**src/verilog/mcu_settings.svh**
```systemverilog
// Bus widths, address map and register offsets of the MCU bus slice
// Included by the package, the RTL and the testbench
`ifndef MCU_SETTINGS_SVH
`define MCU_SETTINGS_SVH

`define MCU_DATA_W 32
`define MCU_ADDR_W 16

`define MCU_RAM_WORDS 256
`define MCU_RAM_BASE 16'h0000
`define MCU_PERIPH_BASE 16'h1000

// Byte offsets inside the 32 byte peripheral window
`define MCU_REG_GPIO_OUT 5'h00
`define MCU_REG_GPIO_OE 5'h04
`define MCU_REG_GPIO_IN 5'h08
`define MCU_REG_EXIT 5'h0C
`define MCU_REG_DMA_SRC 5'h10
`define MCU_REG_DMA_DST 5'h14
`define MCU_REG_DMA_LEN 5'h18
`define MCU_REG_DMA_STATUS 5'h1C

`define MCU_GPIO_W 8
`define MCU_BUS_ERR_DATA 32'hbadcab1e

`endif

```
**src/verilog/mcu_pkg.sv**
```systemverilog
// Word, address and FSM types shared by the bus masters and the arbiter
`include "mcu_settings.svh"

package mcu_pkg;

  typedef logic [`MCU_DATA_W-1:0] word_t;
  typedef logic [`MCU_ADDR_W-1:0] addr_t;

  // Decoded target of one access
  typedef enum logic [1:0] {
    TGT_RAM    = 2'd0,
    TGT_PERIPH = 2'd1,
    TGT_NONE   = 2'd2
  } bus_target_e;

  typedef enum logic [1:0] {
    ARB_IDLE   = 2'd0,
    ARB_ACCESS = 2'd1,
    ARB_ACK    = 2'd2
  } arb_state_e;

  typedef enum logic [1:0] {
    DMA_IDLE    = 2'd0,
    DMA_READ    = 2'd1,
    DMA_WRITE   = 2'd2,
    DMA_RELEASE = 2'd3
  } dma_state_e;

endpackage

```
**src/verilog/dma_engine.sv**
```systemverilog
// Word copy engine, second master on the shared bus
// One read then one write per word, both as full four-phase handshakes
`timescale 1ns/1ps

module dma_engine (
  input  logic           clk_i,
  input  logic           rst_n_i,
  input  logic           start_i,
  input  mcu_pkg::addr_t src_i,
  input  mcu_pkg::addr_t dst_i,
  input  mcu_pkg::addr_t len_i,
  output logic           busy_o,
  output logic           req_o,
  output logic           we_o,
  output mcu_pkg::addr_t addr_o,
  output mcu_pkg::word_t wdata_o,
  input  logic           ack_i,
  input  mcu_pkg::word_t rdata_i
);

  localparam mcu_pkg::addr_t WORD_STEP = 4;
  localparam mcu_pkg::addr_t ONE_WORD = 1;

  mcu_pkg::dma_state_e state;
  mcu_pkg::addr_t      src;
  mcu_pkg::addr_t      dst;
  mcu_pkg::addr_t      remain;
  mcu_pkg::word_t      data;

  assign we_o    = (state == mcu_pkg::DMA_WRITE);
  assign addr_o  = we_o ? dst : src;
  assign wdata_o = data;

  always_ff @(posedge clk_i or negedge rst_n_i) begin
    if (!rst_n_i) begin
      state  <= mcu_pkg::DMA_IDLE;
      req_o  <= 1'b0;
      busy_o <= 1'b0;
      src    <= '0;
      dst    <= '0;
      remain <= '0;
    end else begin
      case (state)
        mcu_pkg::DMA_IDLE: begin
          if (start_i) begin
            src    <= src_i;
            dst    <= dst_i;
            remain <= len_i;
            busy_o <= 1'b1;
            state  <= mcu_pkg::DMA_READ;
          end
        end
        mcu_pkg::DMA_READ: begin
          // New req only once the previous ack has gone
          if (!req_o && !ack_i) begin
            req_o <= 1'b1;
          end else if (req_o && ack_i) begin
            req_o <= 1'b0;
            state <= mcu_pkg::DMA_WRITE;
          end
        end
        mcu_pkg::DMA_WRITE: begin
          if (!req_o && !ack_i) begin
            req_o <= 1'b1;
          end else if (req_o && ack_i) begin
            req_o  <= 1'b0;
            src    <= src + WORD_STEP;
            dst    <= dst + WORD_STEP;
            remain <= remain - ONE_WORD;
            if (remain == ONE_WORD) begin
              state <= mcu_pkg::DMA_RELEASE;
            end else begin
              state <= mcu_pkg::DMA_READ;
            end
          end
        end
        mcu_pkg::DMA_RELEASE: begin
          // Wait for the last ack to drop
          if (!ack_i) begin
            busy_o <= 1'b0;
            state  <= mcu_pkg::DMA_IDLE;
          end
        end
        default: state <= mcu_pkg::DMA_IDLE;
      endcase
    end
  end

  always_ff @(posedge clk_i) begin
    if (state == mcu_pkg::DMA_READ && req_o && ack_i) begin
      data <= rdata_i;
    end
  end

endmodule

```
**config.mk**
```make
export PLATFORM = sky130hd
export DESIGN_NAME = dma_engine
export DESIGN_NICKNAME = d
export VERILOG_FILES = /design/src/verilog/mcu_pkg.sv /design/src/verilog/dma_engine.sv
export VERILOG_INCLUDE_DIRS = /design/src /design/src/verilog
export SDC_FILE = /design/constraint.sdc
export NUM_CORES = 1
export LEC_CHECK = 0
export ABC_AREA = 1
export BUFFER_PORTS_ARGS = -buffer_cell sky130_fd_sc_hd__buf_2
export CAP_MARGIN = 40
export CORE_UTILIZATION = 52
export CTS_CLUSTER_DIAMETER = 150
export DETAILED_ROUTE_END_ITERATION = 6
export PLACE_DENSITY = 0.9
export SETUP_SLACK_MARGIN = 0.2
export SLEW_MARGIN = 20
export SYNTH_ARGS = -nofsm -noshare
export SYNTH_HDL_FRONTEND = slang
export SYNTH_SLANG_ARGS = --single-unit
```
**constraint.sdc**
```tcl
create_clock -name clk_i -period 3.9 [get_ports clk_i]
set_input_delay 0.585 -clock clk_i [delete_from_list [all_inputs] [get_ports clk_i]]
set_output_delay 0.585 -clock clk_i [all_outputs]
set_load 0.01 [all_outputs]
```
# == Word level (Yosys, flattened, before mapping) ==
# Cells that the tools add are included.
# word_totals
in_bits,84
register_bits,84
out_inout_bits,51
word_cells,61
# op_classes
mux,26
reduce_logical,15
add_sub_neg,3
eq_ne,10
# ops
operator,n
16-bit 2-to-1 mux,10
16-bit one-hot mux with 2 select lines,3
"16-bit by 3-bit adder with 16-bit output, second input constant",2
"16-bit by 1-bit == test with 1-bit output, second input constant",1
"16-bit by 1-bit subtractor with 16-bit output, second input constant",1
2-bit 2-to-1 mux,7
"2-bit inequality test, second input constant",5
2-bit one-hot mux with 4 select lines,1
6-bit AND reduction,1
2-bit nonzero test,3
"2-bit == test, second input constant",2
1-bit logical AND,4
1-bit 2-to-1 mux,4
4-bit AND reduction,1
3-bit AND reduction,1
"2-bit by 1-bit == test with 1-bit output, second input constant",1
1-bit logical NOT,2
2-bit logical NOT,1
"2-bit by 1-bit inequality test with 1-bit output, second input constant",1
1-bit one-hot mux with 2 select lines,1
2-bit AND reduction,1
2-bit OR reduction,1

# == Logic depth before layout (Yosys ltp) ==
# depth
depth_word,5
ltp_mapped,11
ltp_nobuf,11

# == Worst setup path after synthesis ==
# OpenSTA, ideal clock, no wires.
# synth_path
path_type,input-to-reg
startpoint,in ack_i
endpoint,reg data[0] (netlist: wdata_o[0]) (enable)
setup_slack_ns,0.548
setup_time_ns,0.461
required_time_ns,3.439
arrival_time_ns,2.891
stages,2
n_path_buf,0
path_cell_list,inv_1 nor3_1
# synth_between
elab_chain_cells,1
# synth_rtl
item,line_no,source
start: declaration,dma_engine.sv:17,"input logic ack_i,"
1-bit logical AND,dma_engine.sv:90,if (state == mcu_pkg::DMA_READ && req_o && ack_i) begin
end signal: assignment,dma_engine.sv:91,data <= rdata_i;
end: declaration,dma_engine.sv:28,mcu_pkg::word_t data;
# No other way between the ends.
# A chain may end at the register's enable or synchronous reset.

# == Final worst setup path ==
# layout_path
startpoint,reg state[0]
endpoint,out addr_o[7]
# layout_between
elab_chain_cells,2
# layout_rtl
item,line_no,source
start: declaration,dma_engine.sv:24,mcu_pkg::dma_state_e state;
start signal: assignment,dma_engine.sv:36,state <= mcu_pkg::DMA_IDLE;
start signal: assignment,dma_engine.sv:50,state <= mcu_pkg::DMA_READ;
start signal: assignment,dma_engine.sv:59,state <= mcu_pkg::DMA_WRITE;
2-bit == test,dma_engine.sv:30,assign we_o = (state == mcu_pkg::DMA_WRITE);
16-bit 2-to-1 mux,dma_engine.sv:31,assign addr_o = we_o ? dst : src;
end: declaration,dma_engine.sv:15,"output mcu_pkg::addr_t addr_o,"
# No other way between the ends.

==> impl_metrics.yaml <==
routing:
  avgRoutedWirePerCell_um: 13.9
  drt_iter0_drc: 308
  via_per_inst: 5.44
  drc: 0
  vias: 4632
  dr.pass1.iters: 5
  ant_nets: 0
  wl_um: 11800
pwr:
  total_power_mw: 4.51
  ir_worst_vdd_mv: 0.588
  p_leak_nw: 2.74
  power_density_nw_per_um2: 797
placement:
  dpl.hpwl_um: 8590
  gp_congestion: 0.909
  port_buffers: 134
  place_ws_ps: 1180
setup_path:
  max_stage_delay_ps: 510
  startpoint: "state[0]"
  r2r_end: "src[7]"
  worstSetupPathType: "flip-flop to output pin"
  reg2reg_setup_slack_ps: 1410
  cp_data_arrival_time_ps: 2550
  ff2ff_path_depth: 8
  worstPathMaxFanout: 55
  crit_required_ps: 3310
  reg2reg_from: "state[0]"
  start_kind: "flip-flop"
  slowest_stage: "ha_4"
  crit_path_frequent_cell: "nand2_1"
  endpoint: "addr_o[7]"
  cp-end-kind: "output pin"
  crit_path_cell_trace: "inv_1 > ha_4 > clkinv_1 > buf_4 > nand2_1 > nand2_1 > buf_2"
timing:
  drv_slew: 0
  fin_tns_setup_ps: 0
  finalHoldViolations: 0
  fin_crit_sh: 0.804
  final-setup-viol-count: 0
  setup_ws_ps: 766
  tightest_slew_ps: 682
  slew_headroom: 0.545
  rsz0062_at_grt: "no"
  fin_crit_ps: 3130
  fin_skew_ps: 15.2
  fmax_ghz: 0.319
cts:
  cts_tree: "yes"
  cts_setup_buffers: 0
  clock_path_buffers: 2
  clk_latency_ps: 360
  clkSinkCount: 84
  ctsHtreeMaxLevel: 3
  ctsResizeCount: 0
  cts-root-buf: "clkbuf_8"
  holdBufCountCts: 0
  clk_pin_slew_ps: 100
  cts_buffers: 9
logic_synthesis:
  synth_cell_type_count: 29
  netlist_area_um2: 4670
  synthesis.nets: 705
  synth-seq-cells: 84
  syn_area_per_cell_um2: 7.64
  yosysWarnings: 0
  seq_area_frac_synth: 0.484
  synth_enable_flop_cells: 32
  syn_inst: 611
  synthArstFlopShare: 0.619
  ys_dominant_reg_cell: "dfrtp_1"
final_layout:
  antenna_cells: 0
  num-nets-final: 832
  mostFrequentLayoutCell: "nand2_1"
  area_delta_synth_final_pct: 21.1
  layout_common_cells: "nand2_1 (183), buf_2 (134), nor2_1 (89), inv_1 (61), dfrtp_1 (52)"
  drive_above_1_share: 0.225
min_path:
  hold_class: "input pin to asynchronous set/reset pin"
grt:
  grt_max_degree: 56
  antenna_found_initial: 0
  grt_pass1_vias: 4516
  grt_overflow_total: 0
  grt_pass1_wl_um: 19800
  track_usage: 0.257
floorplanning:
  die-height_um: 96.8
  die_x_um: 96.8
  num_rows: 34
  design.die.area_um2: 9360
  start_util: 0.535
  ios: 135
  core-area_um2: 8720
outcome:
  outcome: "complete, no violations"
flow_run:
  maxCapViolCount: 0
cell usage after synthesis (5+ instances only):
cell / instances / area share
nand2_1: 183 / 0.15
nor2_1: 89 / 0.072
inv_1: 61 / 0.049
dfrtp_1: 52 / 0.28
nand3_1: 44 / 0.047
o21ai_0: 44 / 0.047
edfxtp_1: 32 / 0.21
a21oi_1: 21 / 0.023
buf_2: 15 / 0.016
ha_1: 10 / 0.027
nand4_1: 8 / 0.011
o22ai_1: 7 / 0.0094
a31oi_1: 5 / 0.0067
power by group:
group	switching [mW]	internal, mW	total [mW]
clock	0.347	0.435	0.782
sequential	0.302	1.27	1.57
combinational	1.42	0.738	2.16
worst max-delay path: cells and delay by family (launching register included):
| family | cells | cell delay [ps] |
|---|---|---|
| buffers and inverters | 4 | 1080 |
| adder cells (fa/ha/maj) | 1 | 510 |
| flip-flops | 1 | 440 |
| AND/OR/NAND/NOR | 2 | 140 |
logic make-up (layout without fill, tap and decap cells):
family / Yosys count / in the layout / share of synthesized area
adder cells (fa/ha/maj): 10 / 10 / 0.0268
AND/OR/NAND/NOR: 335 / 335 / 0.292
AO/OA/AOI/OAI: 95 / 95 / 0.115
flip-flops: 84 / 84 / 0.484
buffers and inverters: 87 / 219 / 0.0820
metrics by stage:
step | utilization | hold slack (ps) | instance area [µm²] | instances
2_1_floorplan | - | 289 | 4670 | 611
3_3_place_gp | 0.617 | 473 | 5380 | 834
3_5_place_dp | 0.617 | 475 | 5380 | 834
4_1_cts | 0.646 | 306 | 5630 | 850
5_1_grt | 0.648 | 9.50 | 5650 | 851
6_report | 0.648 | 14.1 | 5650 | 851
registers in the layout (all words and copies together) (netlist names):
signal / count
dst: 16
state: 2
remain: 16
busy_o: 1
wdata_o: 32
req_o: 1
src: 16
layout make-up:
cell class	instances	area (µm²)
clock inverter	7	125
tap	108	135
multi-input combinational	440	2040
fill	714	3070
timing repair buffer	140	728
inverter	63	236
sequential	84	2260
clock buffer	9	124
metal layers:
| layer | GRT usage | vias to the layer above | part of all wire |
|---|---|---|---|
| li1 | - | 2241 | - |
| met1 | 0.308 | 2129 | 0.39 |
| met2 | 0.451 | 231 | 0.50 |
| met5 | 0 | - | 0 |
| met4 | 0.109 | 0 | 0.029 |
| met3 | 0.0491 | 31 | 0.080 |
worst min-delay path by stage:
stage / startpoint / cells after the start / end
2_1_floorplan: rst_n_i / 0 / busy_o
6_report: rst_n_i / 1 / remain[11]
3_5_place_dp: dst[1] / 2 / dst[1]
5_1_grt: rst_n_i / 1 / remain[11]
3_3_place_gp: dst[0] / 2 / dst[0]
4_1_cts: rst_n_i / 1 / remain[1]
(Power assumes the default switching activity.)
