**config.mk**
```make
export PLATFORM = sky130hd
export DESIGN_NAME = ao_peripherals
export DESIGN_NICKNAME = d
export VERILOG_FILES = /design/src/verilog/mcu_pkg.sv /design/src/verilog/ao_peripherals.sv
export VERILOG_INCLUDE_DIRS = /design/src /design/src/verilog
export SDC_FILE = /design/constraint.sdc
export NUM_CORES = 1
export LEC_CHECK = 0
export BUFFER_PORTS_ARGS = -buffer_cell sky130_fd_sc_hd__buf_2
export CAP_MARGIN = 0
export CORE_UTILIZATION = 40
export DETAILED_ROUTE_END_ITERATION = 8
export MAX_ROUTING_LAYER = met4
export PLACE_DENSITY = 0.72
export SYNTH_ARGS = -nofsm -noshare
export SYNTH_HDL_FRONTEND = slang
export SYNTH_SLANG_ARGS = --single-unit
```
**constraint.sdc**
```tcl
create_clock -name clk_i -period 1.9 [get_ports clk_i]
set_clock_uncertainty 0.15 [all_clocks]
set_input_delay 0.38 -clock clk_i [delete_from_list [all_inputs] [get_ports clk_i]]
set_output_delay 0.38 -clock clk_i [all_outputs]
set_load 0.01 [all_outputs]
```
**src/verilog/mcu_settings.svh**
```systemverilog
// Bus widths, address map and register offsets of the MCU bus slice
// Included by the package, the RTL and the testbench
`ifndef MCU_SETTINGS_SVH
`define MCU_SETTINGS_SVH

`define MCU_DATA_W 32
`define MCU_ADDR_W 16

`define MCU_RAM_WORDS 256
`define MCU_RAM_BASE 16'h0000
`define MCU_PERIPH_BASE 16'h1000

// Byte offsets inside the 32 byte peripheral window
`define MCU_REG_GPIO_OUT 5'h00
`define MCU_REG_GPIO_OE 5'h04
`define MCU_REG_GPIO_IN 5'h08
`define MCU_REG_EXIT 5'h0C
`define MCU_REG_DMA_SRC 5'h10
`define MCU_REG_DMA_DST 5'h14
`define MCU_REG_DMA_LEN 5'h18
`define MCU_REG_DMA_STATUS 5'h1C

`define MCU_GPIO_W 8
`define MCU_BUS_ERR_DATA 32'hbadcab1e

`endif

```
**src/verilog/mcu_pkg.sv**
```systemverilog
// Word, address and FSM types shared by the bus masters and the arbiter
`include "mcu_settings.svh"

package mcu_pkg;

  typedef logic [`MCU_DATA_W-1:0] word_t;
  typedef logic [`MCU_ADDR_W-1:0] addr_t;

  // Decoded target of one access
  typedef enum logic [1:0] {
    TGT_RAM    = 2'd0,
    TGT_PERIPH = 2'd1,
    TGT_NONE   = 2'd2
  } bus_target_e;

  typedef enum logic [1:0] {
    ARB_IDLE   = 2'd0,
    ARB_ACCESS = 2'd1,
    ARB_ACK    = 2'd2
  } arb_state_e;

  typedef enum logic [1:0] {
    DMA_IDLE    = 2'd0,
    DMA_READ    = 2'd1,
    DMA_WRITE   = 2'd2,
    DMA_RELEASE = 2'd3
  } dma_state_e;

endpackage

```
**src/verilog/ao_peripherals.sv**
```systemverilog
// Always-on register block: GPIO, exit value and DMA configuration
// Reads are combinational, writes land on the edge of the bus access
`timescale 1ns/1ps
`include "mcu_settings.svh"

module ao_peripherals (
  input  logic                   clk_i,
  input  logic                   rst_n_i,
  input  logic                   en_i,
  input  logic                   we_i,
  input  logic [4:0]             offset_i,
  input  mcu_pkg::word_t         wdata_i,
  output mcu_pkg::word_t         rdata_o,
  input  logic [`MCU_GPIO_W-1:0] gpio_i,
  output logic [`MCU_GPIO_W-1:0] gpio_o,
  output logic [`MCU_GPIO_W-1:0] gpio_oe_o,
  output logic                   exit_valid_o,
  output mcu_pkg::word_t         exit_value_o,
  output logic                   dma_start_o,
  output mcu_pkg::addr_t         dma_src_o,
  output mcu_pkg::addr_t         dma_dst_o,
  output mcu_pkg::addr_t         dma_len_o,
  input  logic                   dma_busy_i
);

  logic [`MCU_GPIO_W-1:0] gpio_meta;
  logic [`MCU_GPIO_W-1:0] gpio_sync;
  logic [4:0]             reg_sel;
  logic                   wr;
  logic                   len_wr;

  // Low two bits of the offset are ignored
  assign reg_sel = {offset_i[4:2], 2'b00};
  assign wr      = en_i && we_i;
  assign len_wr  = wr && (reg_sel == `MCU_REG_DMA_LEN) && !dma_busy_i;

  always_ff @(posedge clk_i or negedge rst_n_i) begin
    if (!rst_n_i) begin
      gpio_meta    <= '0;
      gpio_sync    <= '0;
      gpio_o       <= '0;
      gpio_oe_o    <= '0;
      exit_valid_o <= 1'b0;
      exit_value_o <= '0;
      dma_start_o  <= 1'b0;
      dma_src_o    <= '0;
      dma_dst_o    <= '0;
      dma_len_o    <= '0;
    end else begin
      gpio_meta   <= gpio_i;
      gpio_sync   <= gpio_meta;
      dma_start_o <= len_wr && (wdata_i[`MCU_ADDR_W-1:0] != '0);
      if (len_wr) begin
        dma_len_o <= wdata_i[`MCU_ADDR_W-1:0];
      end
      if (wr) begin
        case (reg_sel)
          `MCU_REG_GPIO_OUT: gpio_o <= wdata_i[`MCU_GPIO_W-1:0];
          `MCU_REG_GPIO_OE:  gpio_oe_o <= wdata_i[`MCU_GPIO_W-1:0];
          `MCU_REG_EXIT: begin
            exit_value_o <= wdata_i;
            exit_valid_o <= 1'b1;
          end
          `MCU_REG_DMA_SRC:  dma_src_o <= wdata_i[`MCU_ADDR_W-1:0];
          `MCU_REG_DMA_DST:  dma_dst_o <= wdata_i[`MCU_ADDR_W-1:0];
          default: ;
        endcase
      end
    end
  end

  always_comb begin
    case (reg_sel)
      `MCU_REG_GPIO_OUT:   rdata_o = mcu_pkg::word_t'(gpio_o);
      `MCU_REG_GPIO_OE:    rdata_o = mcu_pkg::word_t'(gpio_oe_o);
      `MCU_REG_GPIO_IN:    rdata_o = mcu_pkg::word_t'(gpio_sync);
      `MCU_REG_EXIT:       rdata_o = exit_value_o;
      `MCU_REG_DMA_SRC:    rdata_o = mcu_pkg::word_t'(dma_src_o);
      `MCU_REG_DMA_DST:    rdata_o = mcu_pkg::word_t'(dma_dst_o);
      `MCU_REG_DMA_LEN:    rdata_o = mcu_pkg::word_t'(dma_len_o);
      `MCU_REG_DMA_STATUS: rdata_o = mcu_pkg::word_t'(dma_busy_i);
      default:             rdata_o = '0;
    endcase
  end

endmodule

```
# Yosys cells after proc, flatten, opt, wreduce, memory -nomap -nowiden
# Index checks and enable logic that the tools add are counted.
dict set report word_totals {
  output_inout_bits 130
  latch_bits 0
  mem_bits_ro 0
  mem_count 0
  ram_bits 0
  ff_bits 114
}
dict set report op_classes {
  muxes 1
  n_eq_ne 7
  n_bitwise 0
  n_lt_le_gt_ge 0
  addsub 0
  n_shift 0
  n_reduce_logical 12
  multipliers 0
  div_mod_pow 0
}
# op count
set ops {}
lappend ops {{$pmux 32 s8} 1}
lappend ops {{$reduce_bool 16->1} 1}
lappend ops {{$eq 3x3->1 const B} 4}
lappend ops {{$reduce_and 2->1} 5}
lappend ops {{$eq 3x2->1 const B} 2}
lappend ops {{$logic_not 5->1} 1}
lappend ops {{$logic_and 1x1->1} 4}
lappend ops {{$eq 3x1->1 const B} 1}
lappend ops {{$logic_not 1->1} 1}

# Longest topological paths before layout
dict set report logic_depth {
  depth_word 4
  mapped_depth 6
  depth_no_buf 3
}

# Worst setup path after synthesis
# Ideal clock, no wire load.
dict set report synth_path {
  path_kind {input to register}
  startpoint {in offset_i[2]}
  endpoint {reg dma_len_o[10]}
  arrival_time_ns 1.634
  required_ns 1.625
  n_path_buf 2
  path_stages 5
  setup_time_ns 0.125
  slack_ns -0.009
  path_cell_list {buf_6 > nand2b_4 > nor4b_4 > buf_6 > mux2_2}
}
dict set report synth_via {
  elab_chain_cells 3
}
# element line
set synth_lines {}
lappend synth_lines {{start, declared} ao_peripherals.sv:11} ;# input logic [4:0] offset_i,
lappend synth_lines {{$eq 3x3->1} --}
lappend synth_lines {{$logic_and 1x1->1 (2 in series)} ao_peripherals.sv:35} ;# assign len_wr = wr && (reg_sel == `MCU_REG_DMA_LEN) && !dma_busy_i;
lappend synth_lines {{end signal, assigned} ao_peripherals.sv:54} ;# dma_len_o <= wdata_i[`MCU_ADDR_W-1:0];
lappend synth_lines {{end, declared} ao_peripherals.sv:22} ;# output mcu_pkg::addr_t dma_len_o,
# Every way passes these cells.
# A chain may end at the register's enable or synchronous reset.

# Worst setup path after layout
dict set report layout_path {
  startpoint {reg dma_dst_o[0]}
  endpoint {out rdata_o[0]}
}
dict set report layout_via {
  elab_chain_cells 1
}
# element line
set layout_lines {}
lappend layout_lines {{start, declared} ao_peripherals.sv:21} ;# output mcu_pkg::addr_t dma_dst_o,
lappend layout_lines {{start signal, assigned} ao_peripherals.sv:65} ;# `MCU_REG_DMA_DST: dma_dst_o <= wdata_i[`MCU_ADDR_W-1:0];
lappend layout_lines {{$pmux 32 s8} ao_peripherals.sv:73} ;# case (reg_sel)
lappend layout_lines {{end, declared} ao_peripherals.sv:13} ;# output mcu_pkg::word_t rdata_o,
# Every way passes these cells.

==> summary.txt <==
Sink Count: 114
CP max stage cell: mux4_2
Syn_nets: 414
Unrepaired setup endpoints after global routing: true
Cts bufs inserted: 17
Final hold violation count: 0
Min cycle time layout: 2.19 ns
Final Cycle Share: 115%
Max-cap violations: 0
Number of port buffers: 177
Layout cells sized above 1: 63.5%
Via count: 4043
Syn Area/Cell: 13.9 um2
H-tree depth: 4
CTS max path bufs: 2
Clk pin slew, worst setup/hold paths: 0.05 ns
Area of placed instances: 6420 um2
Die Area: 13100 um2
DR vias/cell: 5.17
Clock latency on the worst-skew pair: 0.40 ns
Failing checks: negative setup slack
Setup crit end kind: output pin
YS warnings: 0
CP Cell Sequence: mux4_2 > mux2_4 > buf_6
First-pass GRT wire length: 23000 um
Vias in the first global route: 4157
Final WS setup: -0.287 ns
DR DRC count: 0
Crit-path max cell delay: 0.46 ns
Core area: 12200 um2
Pleak: 3.73 nW
Root Buffer: clkbuf_16
WL per Instance: 19.1 um
TNS Setup: -0.836 ns
Initial antenna violation count: 0
Total Power: 8.31 mW
Synth area leaders: dfrtp_1 (56%), mux2_2 (21%), mux2i_1 (4.6%), and2_1 (2.1%), nand4b_1 (1.7%)
Slew @ Worst Pin: 0.442 ns
1st-iter DRT viols: 218
Final Slew Violations: 0
IO Pins: 180
Area growth syn-to-layout: 49.1%
HPWL after detailed placement: 9940 um
Drt first pass iters: 4
TritonCTS clock tree: built
Die Span Y: 114 um
Netlist cell types: 38
Register area: 2850 um2
Post-synthesis instance total: 364
Final core utilization: 62.0%
Buffer and inverter count on the worst path: 1
Worst Setup Path Type: reg2out
R2R setup slack: 0.75 ns
PD cells: 1100 nW/um2
Die X: 114 um
Non-filler cells, final: 782
Fillers: 920
Cell area after layout: 7540 um2
Setup Viol. Count Final: 12
Largest net degree at the start of global routing: 33
Slew HR: 70.2%
Grt ovf: 0
Yosys reg bits: 114
Leading area contributor after synthesis: dfrtp_1
Multi-input gate area: 2170 um2
Outcome: complete, but fails checks
Crit Path Max Fanout: 3
Detailed Route WL: 14900 um
Critical Path RT: 1.37 ns
DP Cell Count: 720
Starting density of the core: 41.6%
Number of diodes: 0
Cell Area, Synth: 5060 um2
GRT Util Overall: 24.7%
Post-route ant nets: 0
Sequential fraction of the synthesis area: 56.4%
Crit path DAT: 1.66 ns
Setup crit start kind: register
Final Wtd Congestion: 0.813
Hold Path Class: in2reg
Max Clock Freq: 457 MHz
Maximum vdd drop: 593 uV
Row cnt: 40
Crit path max-delay family: multiplexers
Synth top area share: 56.4%
Nets: 654
## synth_stat cells, drive strengths merged
library cell and number:
nand2 15, nand4 2, nor3 2, nor4 4
mux2 97, nand3 5, o22ai 2, nand2b 4
or3 1, o211ai 8, inv 2, o211a 1
and2 17, o21ai 7, or2 1, buf 14
nor2b 1, a211o 1, o221ai 4, nand4b 10
or4 1, o21a 1, mux4 2, nor4b 1
a21o 5, nor3b 1, nor2 1, nand3b 6
and3b 1, dfrtp 114, clkbuf 10, mux2i 23
## worst register-to-register path, stage by stage, from the launching register on
cell,delay (ns)
dfrtp_1,0.38
buf_4,0.13
buf_4,0.12
mux2_2,0.25
## final timing paths
check / depth (start not counted) / end / start
max: 3 / rdata_o[0] / dma_dst_o[0]$_DFFE_PN0P_
min: 2 / exit_value_o[20]$_DFFE_PN0P_ / wdata_i[20]
max reg2reg: 3 / exit_value_o[1]$_DFFE_PN0P_ / exit_value_o[1]$_DFFE_PN0P_
min reg2reg: 0 / gpio_sync[0]$_DFF_PN0_ / gpio_meta[0]$_DFF_PN0_
max in group asynchronous: 3 / exit_value_o[11]$_DFFE_PN0P_ / rst_n_i
min in group asynchronous: 2 / gpio_meta[0]$_DFF_PN0_ / rst_n_i
## cell usage in the layout, fill, tap and decap left out, types with 9 or more instances in the layout
master,instances
buf_2,171
mux2i_1,23
dfrtp_1,114
mux2_2,93
and2_1,12
nand4b_1,10
buf_4,39
clkbuf_16,17
dlygate4sd3_1,9
buf_12,17
## layer usage
layer / up-vias / wire (um) / GRT usage (%)
met5: - / 0 / -
met4: 0 / 354 / 10.4
met3: 32 / 773 / 5.45
met2: 163 / 7380 / 39.3
met1: 2040 / 6410 / 30.4
li1: 1808 / - / -
## sequential cells by signal (all words and copies together), names as in the netlist
| name | count |
|---|---|
| dma_dst_o | 16 |
| dma_start_o | 1 |
| gpio_meta | 8 |
| dma_len_o | 16 |
| exit_valid_o | 1 |
| dma_src_o | 16 |
| gpio_oe_o | 8 |
| gpio_sync | 8 |
| exit_value_o | 32 |
| gpio_o | 8 |
## where the power goes
group / internal (mW) / leakage, nW / switching [mW] / total (mW)
sequential: 2.92 / 1.40 / 0.372 / 3.29
combinational: 1.11 / 2.07 / 0.963 / 2.07
clock: 1.87 / 0.266 / 1.08 / 2.95
total: 5.90 / 3.73 / 2.41 / 8.31
## through the flow
stage,hold slack [ns],setup WS (ns)
2_1_floorplan,-0.0656,-0.00905
3_3_place_gp,0.174,-0.120
3_5_place_dp,0.176,-0.150
4_1_cts,0.0327,-0.296
5_1_grt,0.0409,-0.335
6_report,0.0458,-0.287
## cell type report
| class | instances | share of cell area, % |
|---|---|---|
| Sequential cell | 114 | 37.8 |
| Multi-Input combinational cell | 224 | 28.8 |
| Timing Repair Buffer | 245 | 23.2 |
| Clock buffer | 20 | 6.19 |
| Tap cell | 168 | 2.79 |
| Clock inverter | 9 | 1.13 |
| Inverter | 2 | 0.0996 |
## kinds of logic after synthesis
| family | share of synthesized area, % |
|---|---|
| compound gates | 4.08 |
| buf+inv | 2.82 |
| flops | 56.4 |
| mux | 27.0 |
| simple gates | 9.67 |
## repair_timing
item	in CTS	in global routing
hold endpoints to repair	31	0
endpoints found under the setup margin	32	17
hold buffers	9	0
cloned	4	0
gates resized for setup	40	14
pin swaps	7	6
buffers inserted	16	4
(Power assumes the default switching activity.)
