`src/verilog/mcu_settings.svh`:
```
// Bus widths, address map and register offsets of the MCU bus slice
// Included by the package, the RTL and the testbench
`ifndef MCU_SETTINGS_SVH
`define MCU_SETTINGS_SVH

`define MCU_DATA_W 32
`define MCU_ADDR_W 16

`define MCU_RAM_WORDS 256
`define MCU_RAM_BASE 16'h0000
`define MCU_PERIPH_BASE 16'h1000

// Byte offsets inside the 32 byte peripheral window
`define MCU_REG_GPIO_OUT 5'h00
`define MCU_REG_GPIO_OE 5'h04
`define MCU_REG_GPIO_IN 5'h08
`define MCU_REG_EXIT 5'h0C
`define MCU_REG_DMA_SRC 5'h10
`define MCU_REG_DMA_DST 5'h14
`define MCU_REG_DMA_LEN 5'h18
`define MCU_REG_DMA_STATUS 5'h1C

`define MCU_GPIO_W 8
`define MCU_BUS_ERR_DATA 32'hbadcab1e

`endif

```
`src/verilog/mcu_pkg.sv`:
```
// Word, address and FSM types shared by the bus masters and the arbiter
`include "mcu_settings.svh"

package mcu_pkg;

  typedef logic [`MCU_DATA_W-1:0] word_t;
  typedef logic [`MCU_ADDR_W-1:0] addr_t;

  // Decoded target of one access
  typedef enum logic [1:0] {
    TGT_RAM    = 2'd0,
    TGT_PERIPH = 2'd1,
    TGT_NONE   = 2'd2
  } bus_target_e;

  typedef enum logic [1:0] {
    ARB_IDLE   = 2'd0,
    ARB_ACCESS = 2'd1,
    ARB_ACK    = 2'd2
  } arb_state_e;

  typedef enum logic [1:0] {
    DMA_IDLE    = 2'd0,
    DMA_READ    = 2'd1,
    DMA_WRITE   = 2'd2,
    DMA_RELEASE = 2'd3
  } dma_state_e;

endpackage

```
`src/verilog/bus_arbiter.sv`:
```
// Two-master arbiter for the shared bus with four-phase req/ack per master
// Decodes each access to the RAM, the peripheral window or an error response
`timescale 1ns/1ps
`include "mcu_settings.svh"

module bus_arbiter (
  input  logic                              clk_i,
  input  logic                              rst_n_i,
  input  logic                              m0_req_i,
  input  logic                              m0_we_i,
  input  mcu_pkg::addr_t                    m0_addr_i,
  input  mcu_pkg::word_t                    m0_wdata_i,
  output logic                              m0_ack_o,
  output mcu_pkg::word_t                    m0_rdata_o,
  input  logic                              m1_req_i,
  input  logic                              m1_we_i,
  input  mcu_pkg::addr_t                    m1_addr_i,
  input  mcu_pkg::word_t                    m1_wdata_i,
  output logic                              m1_ack_o,
  output mcu_pkg::word_t                    m1_rdata_o,
  output logic                              ram_en_o,
  output logic                              ram_we_o,
  output logic [$clog2(`MCU_RAM_WORDS)-1:0] ram_word_addr_o,
  output mcu_pkg::word_t                    ram_wdata_o,
  input  mcu_pkg::word_t                    ram_rdata_i,
  output logic                              periph_en_o,
  output logic                              periph_we_o,
  output logic [4:0]                        periph_offset_o,
  output mcu_pkg::word_t                    periph_wdata_o,
  input  mcu_pkg::word_t                    periph_rdata_i
);

  localparam int RAM_AW = $clog2(`MCU_RAM_WORDS);
  localparam mcu_pkg::addr_t RAM_MASK = ~mcu_pkg::addr_t'(4 * `MCU_RAM_WORDS - 1);
  localparam mcu_pkg::addr_t PERIPH_MASK = ~mcu_pkg::addr_t'(31);

  mcu_pkg::arb_state_e  state;
  mcu_pkg::bus_target_e sel_tgt;
  mcu_pkg::bus_target_e cur_tgt;
  mcu_pkg::addr_t       sel_addr;
  mcu_pkg::addr_t       cur_addr;
  mcu_pkg::addr_t       bus_addr;
  mcu_pkg::word_t       sel_wdata;
  mcu_pkg::word_t       rdata_mux;
  logic [1:0]           req_q;
  logic                 sel_we;
  logic                 cur_we;
  logic                 win;
  logic                 gnt;
  logic                 last_gnt;
  logic                 grant;

  function automatic mcu_pkg::bus_target_e decode(input mcu_pkg::addr_t addr);
    if ((addr & RAM_MASK) == `MCU_RAM_BASE) begin
      return mcu_pkg::TGT_RAM;
    end else if ((addr & PERIPH_MASK) == `MCU_PERIPH_BASE) begin
      return mcu_pkg::TGT_PERIPH;
    end
    return mcu_pkg::TGT_NONE;
  endfunction

  // Less recently served master wins a tie
  always_comb begin
    if (&req_q) begin
      win = ~last_gnt;
    end else begin
      win = req_q[1];
    end
  end

  assign grant     = (state == mcu_pkg::ARB_IDLE) && (|req_q);
  assign sel_we    = win ? m1_we_i : m0_we_i;
  assign sel_addr  = win ? m1_addr_i : m0_addr_i;
  assign sel_wdata = win ? m1_wdata_i : m0_wdata_i;
  assign sel_tgt   = decode(sel_addr);

  // Target is strobed in the grant cycle, the latched address keeps the read path
  assign bus_addr = (state == mcu_pkg::ARB_IDLE) ? sel_addr : cur_addr;

  assign ram_en_o        = grant && (sel_tgt == mcu_pkg::TGT_RAM);
  assign ram_we_o        = sel_we;
  assign ram_word_addr_o = bus_addr[RAM_AW+1:2];
  assign ram_wdata_o     = sel_wdata;

  assign periph_en_o     = grant && (sel_tgt == mcu_pkg::TGT_PERIPH);
  assign periph_we_o     = sel_we;
  assign periph_offset_o = bus_addr[4:0];
  assign periph_wdata_o  = sel_wdata;

  always_comb begin
    case (cur_tgt)
      mcu_pkg::TGT_RAM:    rdata_mux = ram_rdata_i;
      mcu_pkg::TGT_PERIPH: rdata_mux = periph_rdata_i;
      default:             rdata_mux = `MCU_BUS_ERR_DATA;
    endcase
  end

  always_ff @(posedge clk_i or negedge rst_n_i) begin
    if (!rst_n_i) begin
      state    <= mcu_pkg::ARB_IDLE;
      req_q    <= 2'b00;
      gnt      <= 1'b0;
      last_gnt <= 1'b1;
      cur_we   <= 1'b0;
      cur_tgt  <= mcu_pkg::TGT_NONE;
      m0_ack_o <= 1'b0;
      m1_ack_o <= 1'b0;
    end else begin
      req_q <= {m1_req_i, m0_req_i};
      case (state)
        mcu_pkg::ARB_IDLE: begin
          if (grant) begin
            gnt      <= win;
            last_gnt <= win;
            cur_we   <= sel_we;
            cur_tgt  <= sel_tgt;
            state    <= mcu_pkg::ARB_ACCESS;
          end
        end
        mcu_pkg::ARB_ACCESS: begin
          if (gnt) begin
            m1_ack_o <= 1'b1;
          end else begin
            m0_ack_o <= 1'b1;
          end
          state <= mcu_pkg::ARB_ACK;
        end
        mcu_pkg::ARB_ACK: begin
          // Hold until the served master has let go of req
          if (!req_q[gnt]) begin
            m0_ack_o <= 1'b0;
            m1_ack_o <= 1'b0;
            state    <= mcu_pkg::ARB_IDLE;
          end
        end
        default: state <= mcu_pkg::ARB_IDLE;
      endcase
    end
  end

  always_ff @(posedge clk_i) begin
    if (grant) begin
      cur_addr <= sel_addr;
    end
    if (state == mcu_pkg::ARB_ACCESS && !cur_we) begin
      if (gnt) begin
        m1_rdata_o <= rdata_mux;
      end else begin
        m0_rdata_o <= rdata_mux;
      end
    end
  end

endmodule

```
`config.mk`:
```
export PLATFORM = sky130hd
export DESIGN_NAME = bus_arbiter
export DESIGN_NICKNAME = d
export VERILOG_FILES = /design/src/verilog/mcu_pkg.sv /design/src/verilog/bus_arbiter.sv
export VERILOG_INCLUDE_DIRS = /design/src /design/src/verilog
export SDC_FILE = /design/constraint.sdc
export NUM_CORES = 1
export LEC_CHECK = 0
export ABC_CLOCK_PERIOD_IN_PS = 10400
export BUFFER_PORTS_ARGS = -buffer_cell sky130_fd_sc_hd__buf_2
export CORE_AREA = 2 2 121 123
export CTS_CLUSTER_DIAMETER = 150
export DETAILED_ROUTE_END_ITERATION = 12
export DIE_AREA = 0 0 123 125
export PLACE_DENSITY_LB_ADDON = 0.05
export SYNTH_ARGS = -nofsm -noshare
export SYNTH_HDL_FRONTEND = slang
export SYNTH_SLANG_ARGS = --single-unit
```
`constraint.sdc`:
```
create_clock -name clk_i -period 10.4 [get_ports clk_i]
set_input_delay 1.56 -clock clk_i [delete_from_list [all_inputs] [get_ports clk_i]]
set_output_delay 1.56 -clock clk_i [all_outputs]
set_load 0.02 [all_outputs]
```
; Word level (Yosys, flattened, before mapping)
; Index checks and enable logic that the tools add are counted.
[totals]
regBits = 85
input_bits = 166
out_inout_bits = 147
elab_cells = 62
[op_classes]
n_lt_le_gt_ge = 1
n_eq_ne = 9
mux = 21
n_bitwise = 2
reduce_logical = 18
[op_table]
columns = operator, n
row1 = case mux 32 bit (2 select lines), 1
row2 = 2-to-1 mux 32 bit, 1
row3 = zero test 16 bit, 1
row4 = 2-to-1 mux 16 bit, 1
row5 = "equality test 11 x 8 -> 1 bit, second input constant", 1
row6 = 2-to-1 mux 10 bit, 1
row7 = 2-to-1 mux 2 bit, 5
row8 = AND reduction 2 bit, 5
row9 = 2-to-1 mux 1 bit, 9
row10 = "!= test 2 bit, second input constant", 4
row11 = "equality test 2 x 1 -> 1 bit, second input constant", 3
row12 = zero test 2 bit, 3
row13 = case mux 2 bit (3 select lines), 1
row14 = AND reduction 3 bit, 2
row15 = logical AND 1 bit, 4
row16 = case mux 1 bit (2 select lines), 2
row17 = "equality test 2 bit, second input constant", 1
row18 = "less-than comparator 1 x 2 -> 1 bit, second input constant", 1
row19 = inverter 1 bit, 2
row20 = nonzero test 2 bit, 1
row21 = OR reduction 2 bit, 1
row22 = zero test 1 bit, 1

; Logic depth before layout (Yosys ltp)
[depth]
word_depth = 9
depth_mapped = 7
depth_no_buf = 5

; Worst setup path after synthesis
; OpenSTA, ideal clock, no wires.
[synth_timing]
kind = input to output
from = input m0_addr_i[6]
to = output periph_en_o
arrival_time_ns = 2.664
t_required_ns = 8.840
slack_ns = 6.176
cell_stages = 4
path_buffers = 0
path_cell_list = or4_4 nor4b_1 a31oi_1 nor2_1
[synth_via]
elab_chain_len = 7
[synth_lines]
columns = element, line
row1 = "start, declared", bus_arbiter.sv:11  ; input mcu_pkg::addr_t m0_addr_i,
row2 = 2-to-1 mux 16 bit, bus_arbiter.sv:73  ; assign sel_addr = win ? m1_addr_i : m0_addr_i;
row3 = equality test 11 x 8 -> 1 bit (no source line), n/a
row4 = 2-to-1 mux 1 bit, bus_arbiter.sv:56  ; end else if ((addr & PERIPH_MASK) == `MCU_PERIPH_BASE) begin
row5 = 2-to-1 mux 1 bit, bus_arbiter.sv:54  ; if ((addr & RAM_MASK) == `MCU_RAM_BASE) begin
row6 = 2-to-1 mux 2 bit, bus_arbiter.sv:59  ; return mcu_pkg::TGT_NONE;
row7 = equality test 2 x 1 -> 1 bit, bus_arbiter.sv:85  ; assign periph_en_o = grant && (sel_tgt == mcu_pkg::TGT_PERIPH);
row8 = logical AND 1 bit, bus_arbiter.sv:85
row9 = "end, declared", bus_arbiter.sv:26  ; output logic periph_en_o,
; No other way between the ends.

; Worst setup path in the final report
; Same ends and word-level chain as after synthesis.

==> impl_metrics.json <==
{
  "outcome": "complete, no violations",
  "p_int_uw": 820,
  "synth.most_common_cell": "nand2_1",
  "wl_per_cell_um": 13.7,
  "rsz0062_at_grt": "no",
  "async_flop_share": 0.129,
  "power.leakage_uw": 0.00283,
  "synth_top_area_share": 0.523,
  "cts_setup_buffers": 0,
  "ant_nets": 0,
  "grt-busiest-layer": "met2",
  "cts_made_buffers": 9,
  "drt-total-wl_mm": 11.6,
  "cts_hold_buf": 0,
  "slew_headroom": 0.151,
  "clock_skew_ps": 5.61,
  "cp.arrival_ps": 2820,
  "dr.first_iter.drc_count": 131,
  "viasPerCell": 4.31,
  "rows": 44,
  "layout.nets": 828,
  "comb_power_share": 0.382,
  "buffer_ports.inserted": 312,
  "grt_usage": 0.143,
  "yosys_warnings": 0,
  "htreeDepth": 3,
  "setup_viol": 0,
  "power_frac_clock": 0.240,
  "antenna_found_initial": 1,
  "power_uw": 1320,
  "critPathMaxFanout": 2,
  "ir_drop_mv": 0.105,
  "synthFlopType": "edfxtp_1",
  "synthTopCellsByCount": "137 x nand2_1, 74 x edfxtp_1, 37 x buf_4, 20 x nor2b_1, 19 x a211o_1",
  "synth_nets": 556,
  "cap_viol_max_count": 0,
  "power_frac_seq": 0.378,
  "drt_first_pass_iters": 4,
  "clock_latency_ps": 330,
  "die_area_sq_mm": 0.0154,
  "grt_max_degree": 49,
  "crit_path_end_kind": "primary output",
  "cts.repair.resized": 0,
  "p_sw_uw": 502,
  "synth_edf_count": 74,
  "place_congestion": 0.754,
  "period_minus_slack_ps": 4380,
  "vias": 3672,
  "grt_pass1_wl_mm": 16.9,
  "synth.area.top_cells": "edfxtp_1 52%, nand2_1 12%, buf_4 6.5%, dfrtp_1 5.3%, a211o_1 3.9%",
  "coreArea_sq_mm": 0.0142,
  "cts_tree": "built",
  "start_util": 0.299,
  "slew_violations": 0,
  "cts_sinks": 85,
  "fmax_ghz": 0.228,
  "path_clk_slew_ps": 60,
  "io_pins": 313,
  "drive_gt1_frac": 0.534,
  "avgSynthCellArea_sq_um": 10.9,
  "hold_viol": 0,
  "antenna_cells": 0,
  "post-route-period-util": 0.421,
  "synth_seq_cells": 85,
  "grt_pass1_vias": 3470,
  "use_met3": 0.0424,
  "start_kind": "input port",
  "dp.final_hpwl_mm": 8.85,
  "syn2layout_area_growth_pct": 41.4,
  "tightest_slew_ps": 1270,
  "swShare": 0.380,
  "clk_path_buf_depth": 2,
  "fp.dieW_um": 123,
  "path_class": "input port to primary output",
  "die_h_um": 125,
  "gr-total-overflow": 0,
  "hp-class": "register to register",
  "syn_area_sq_mm": 0.00425,
  "use_met2": 0.255,
  "cts_root_buf": "clkbuf_16",
  "grt_util_met1": 0.158,
  "synth_top_area_cell": "edfxtp_1",
  "powerDensity_mw_per_mm2": 220,
  "required_ps": 8840,
  "drc": 0,
  "tns_ps": 0,
  "syn_inst": 390,
  "ys_types": 35,
  "ys_seq_area_frac": 0.589
}
-- cell type report --
| cell class | count | area [sq um] |
|---|---|---|
| tap | 184 | 230 |
| clock buffer | 10 | 229 |
| clock inverter | 6 | 70.1 |
| fill | 1410 | 8200 |
| timing repair buffer | 317 | 1600 |
| sequential | 85 | 2500 |
| multi-input combinational | 247 | 1370 |
| inverter | 2 | 7.51 |
-- cells in the final DEF, fill, tap and decap left out, drive strengths merged, types with 2 or more instances in the layout --
cell type    n
or4          4
buf        317
o22a         2
nand2b       2
a211o       19
dfstp        2
nor3         3
dfrtp        9
edfxtp      74
nor2b       20
nor2        19
nand2      137
inv          4
mux2        12
clkinv       3
a31oi        2
clkbuf      10
mux2i       14
o21ai        5
-- path summary, 6_finish.rpt --
path / from / to / slack, ps / cells after the start
worst max-delay path: m0_addr_i[6] / periph_en_o / 6020 / 6
worst min-delay path: m0_ack_o / m0_ack_o / 500 / 2
worst max register to register: state[1] / cur_tgt[1] / 8100 / 5
worst min register to register: m0_ack_o / m0_ack_o / 500 / 2
max in group asynchronous: rst_n_i / cur_tgt[1] / 9040 / 1
min in group asynchronous: rst_n_i / req_q[1] / 1090 / 1
-- critical path, cell delays in order --
cell     delay (ps)
buf_2           110
or4_4           530
nor4b_1         250
a31oi_1          70
nor2_1          140
buf_2           170
-- metal layers --
metal / wire length (um) / up-vias / part of all wire
met5: 0 / - / 0
li1: - / 1838 / -
met3: 1110 / 15 / 0.096
met2: 5760 / 173 / 0.49
met1: 4560 / 1646 / 0.39
met4: 212 / 0 / 0.018
-- state kept, by name, indices dropped and copies added (netlist names) --
| name | cells |
|---|---|
| cur_addr | 10 |
| cur_tgt | 2 |
| cur_we | 1 |
| gnt | 1 |
| last_gnt | 1 |
| m0_ack_o | 1 |
| m0_rdata_o | 32 |
| m1_ack_o | 1 |
| m1_rdata_o | 32 |
| req_q | 2 |
| state | 2 |
-- power by group through the flow --
stage	Sequential, uW	Combinational [uW]	Clock [uW]
after global placement	506	516	0
after CTS	502	516	329
after detailed placement	508	515	0
after floorplan	524	351	0
final	499	505	317
after global routing	509	550	344
-- through the flow --
| stage | std cells | utilization | instance area, sq um | setup WS (ps) | hold slack, ps |
|---|---|---|---|---|---|
| after global placement | 835 | 0.402 | 5700 | 6020 | 486 |
| after CTS | 851 | 0.423 | 6000 | 6020 | 508 |
| after floorplan | 390 | - | 4250 | 6180 | 471 |
| final | 851 | 0.423 | 6000 | 6020 | 503 |
| after detailed placement | 835 | 0.402 | 5700 | 6030 | 495 |
| after global routing | 851 | 0.423 | 6000 | 5790 | 544 |
-- kinds of logic after synthesis --
logic type | Yosys count | synth area share
AOI/OAI and AO/OA | 33 | 0.0619
buffers and inverters | 58 | 0.0934
DFF | 85 | 0.589
muxes | 26 | 0.0648
and+or+nand+nor | 188 | 0.191
Note: power is estimated with default switching activity, not from simulation.
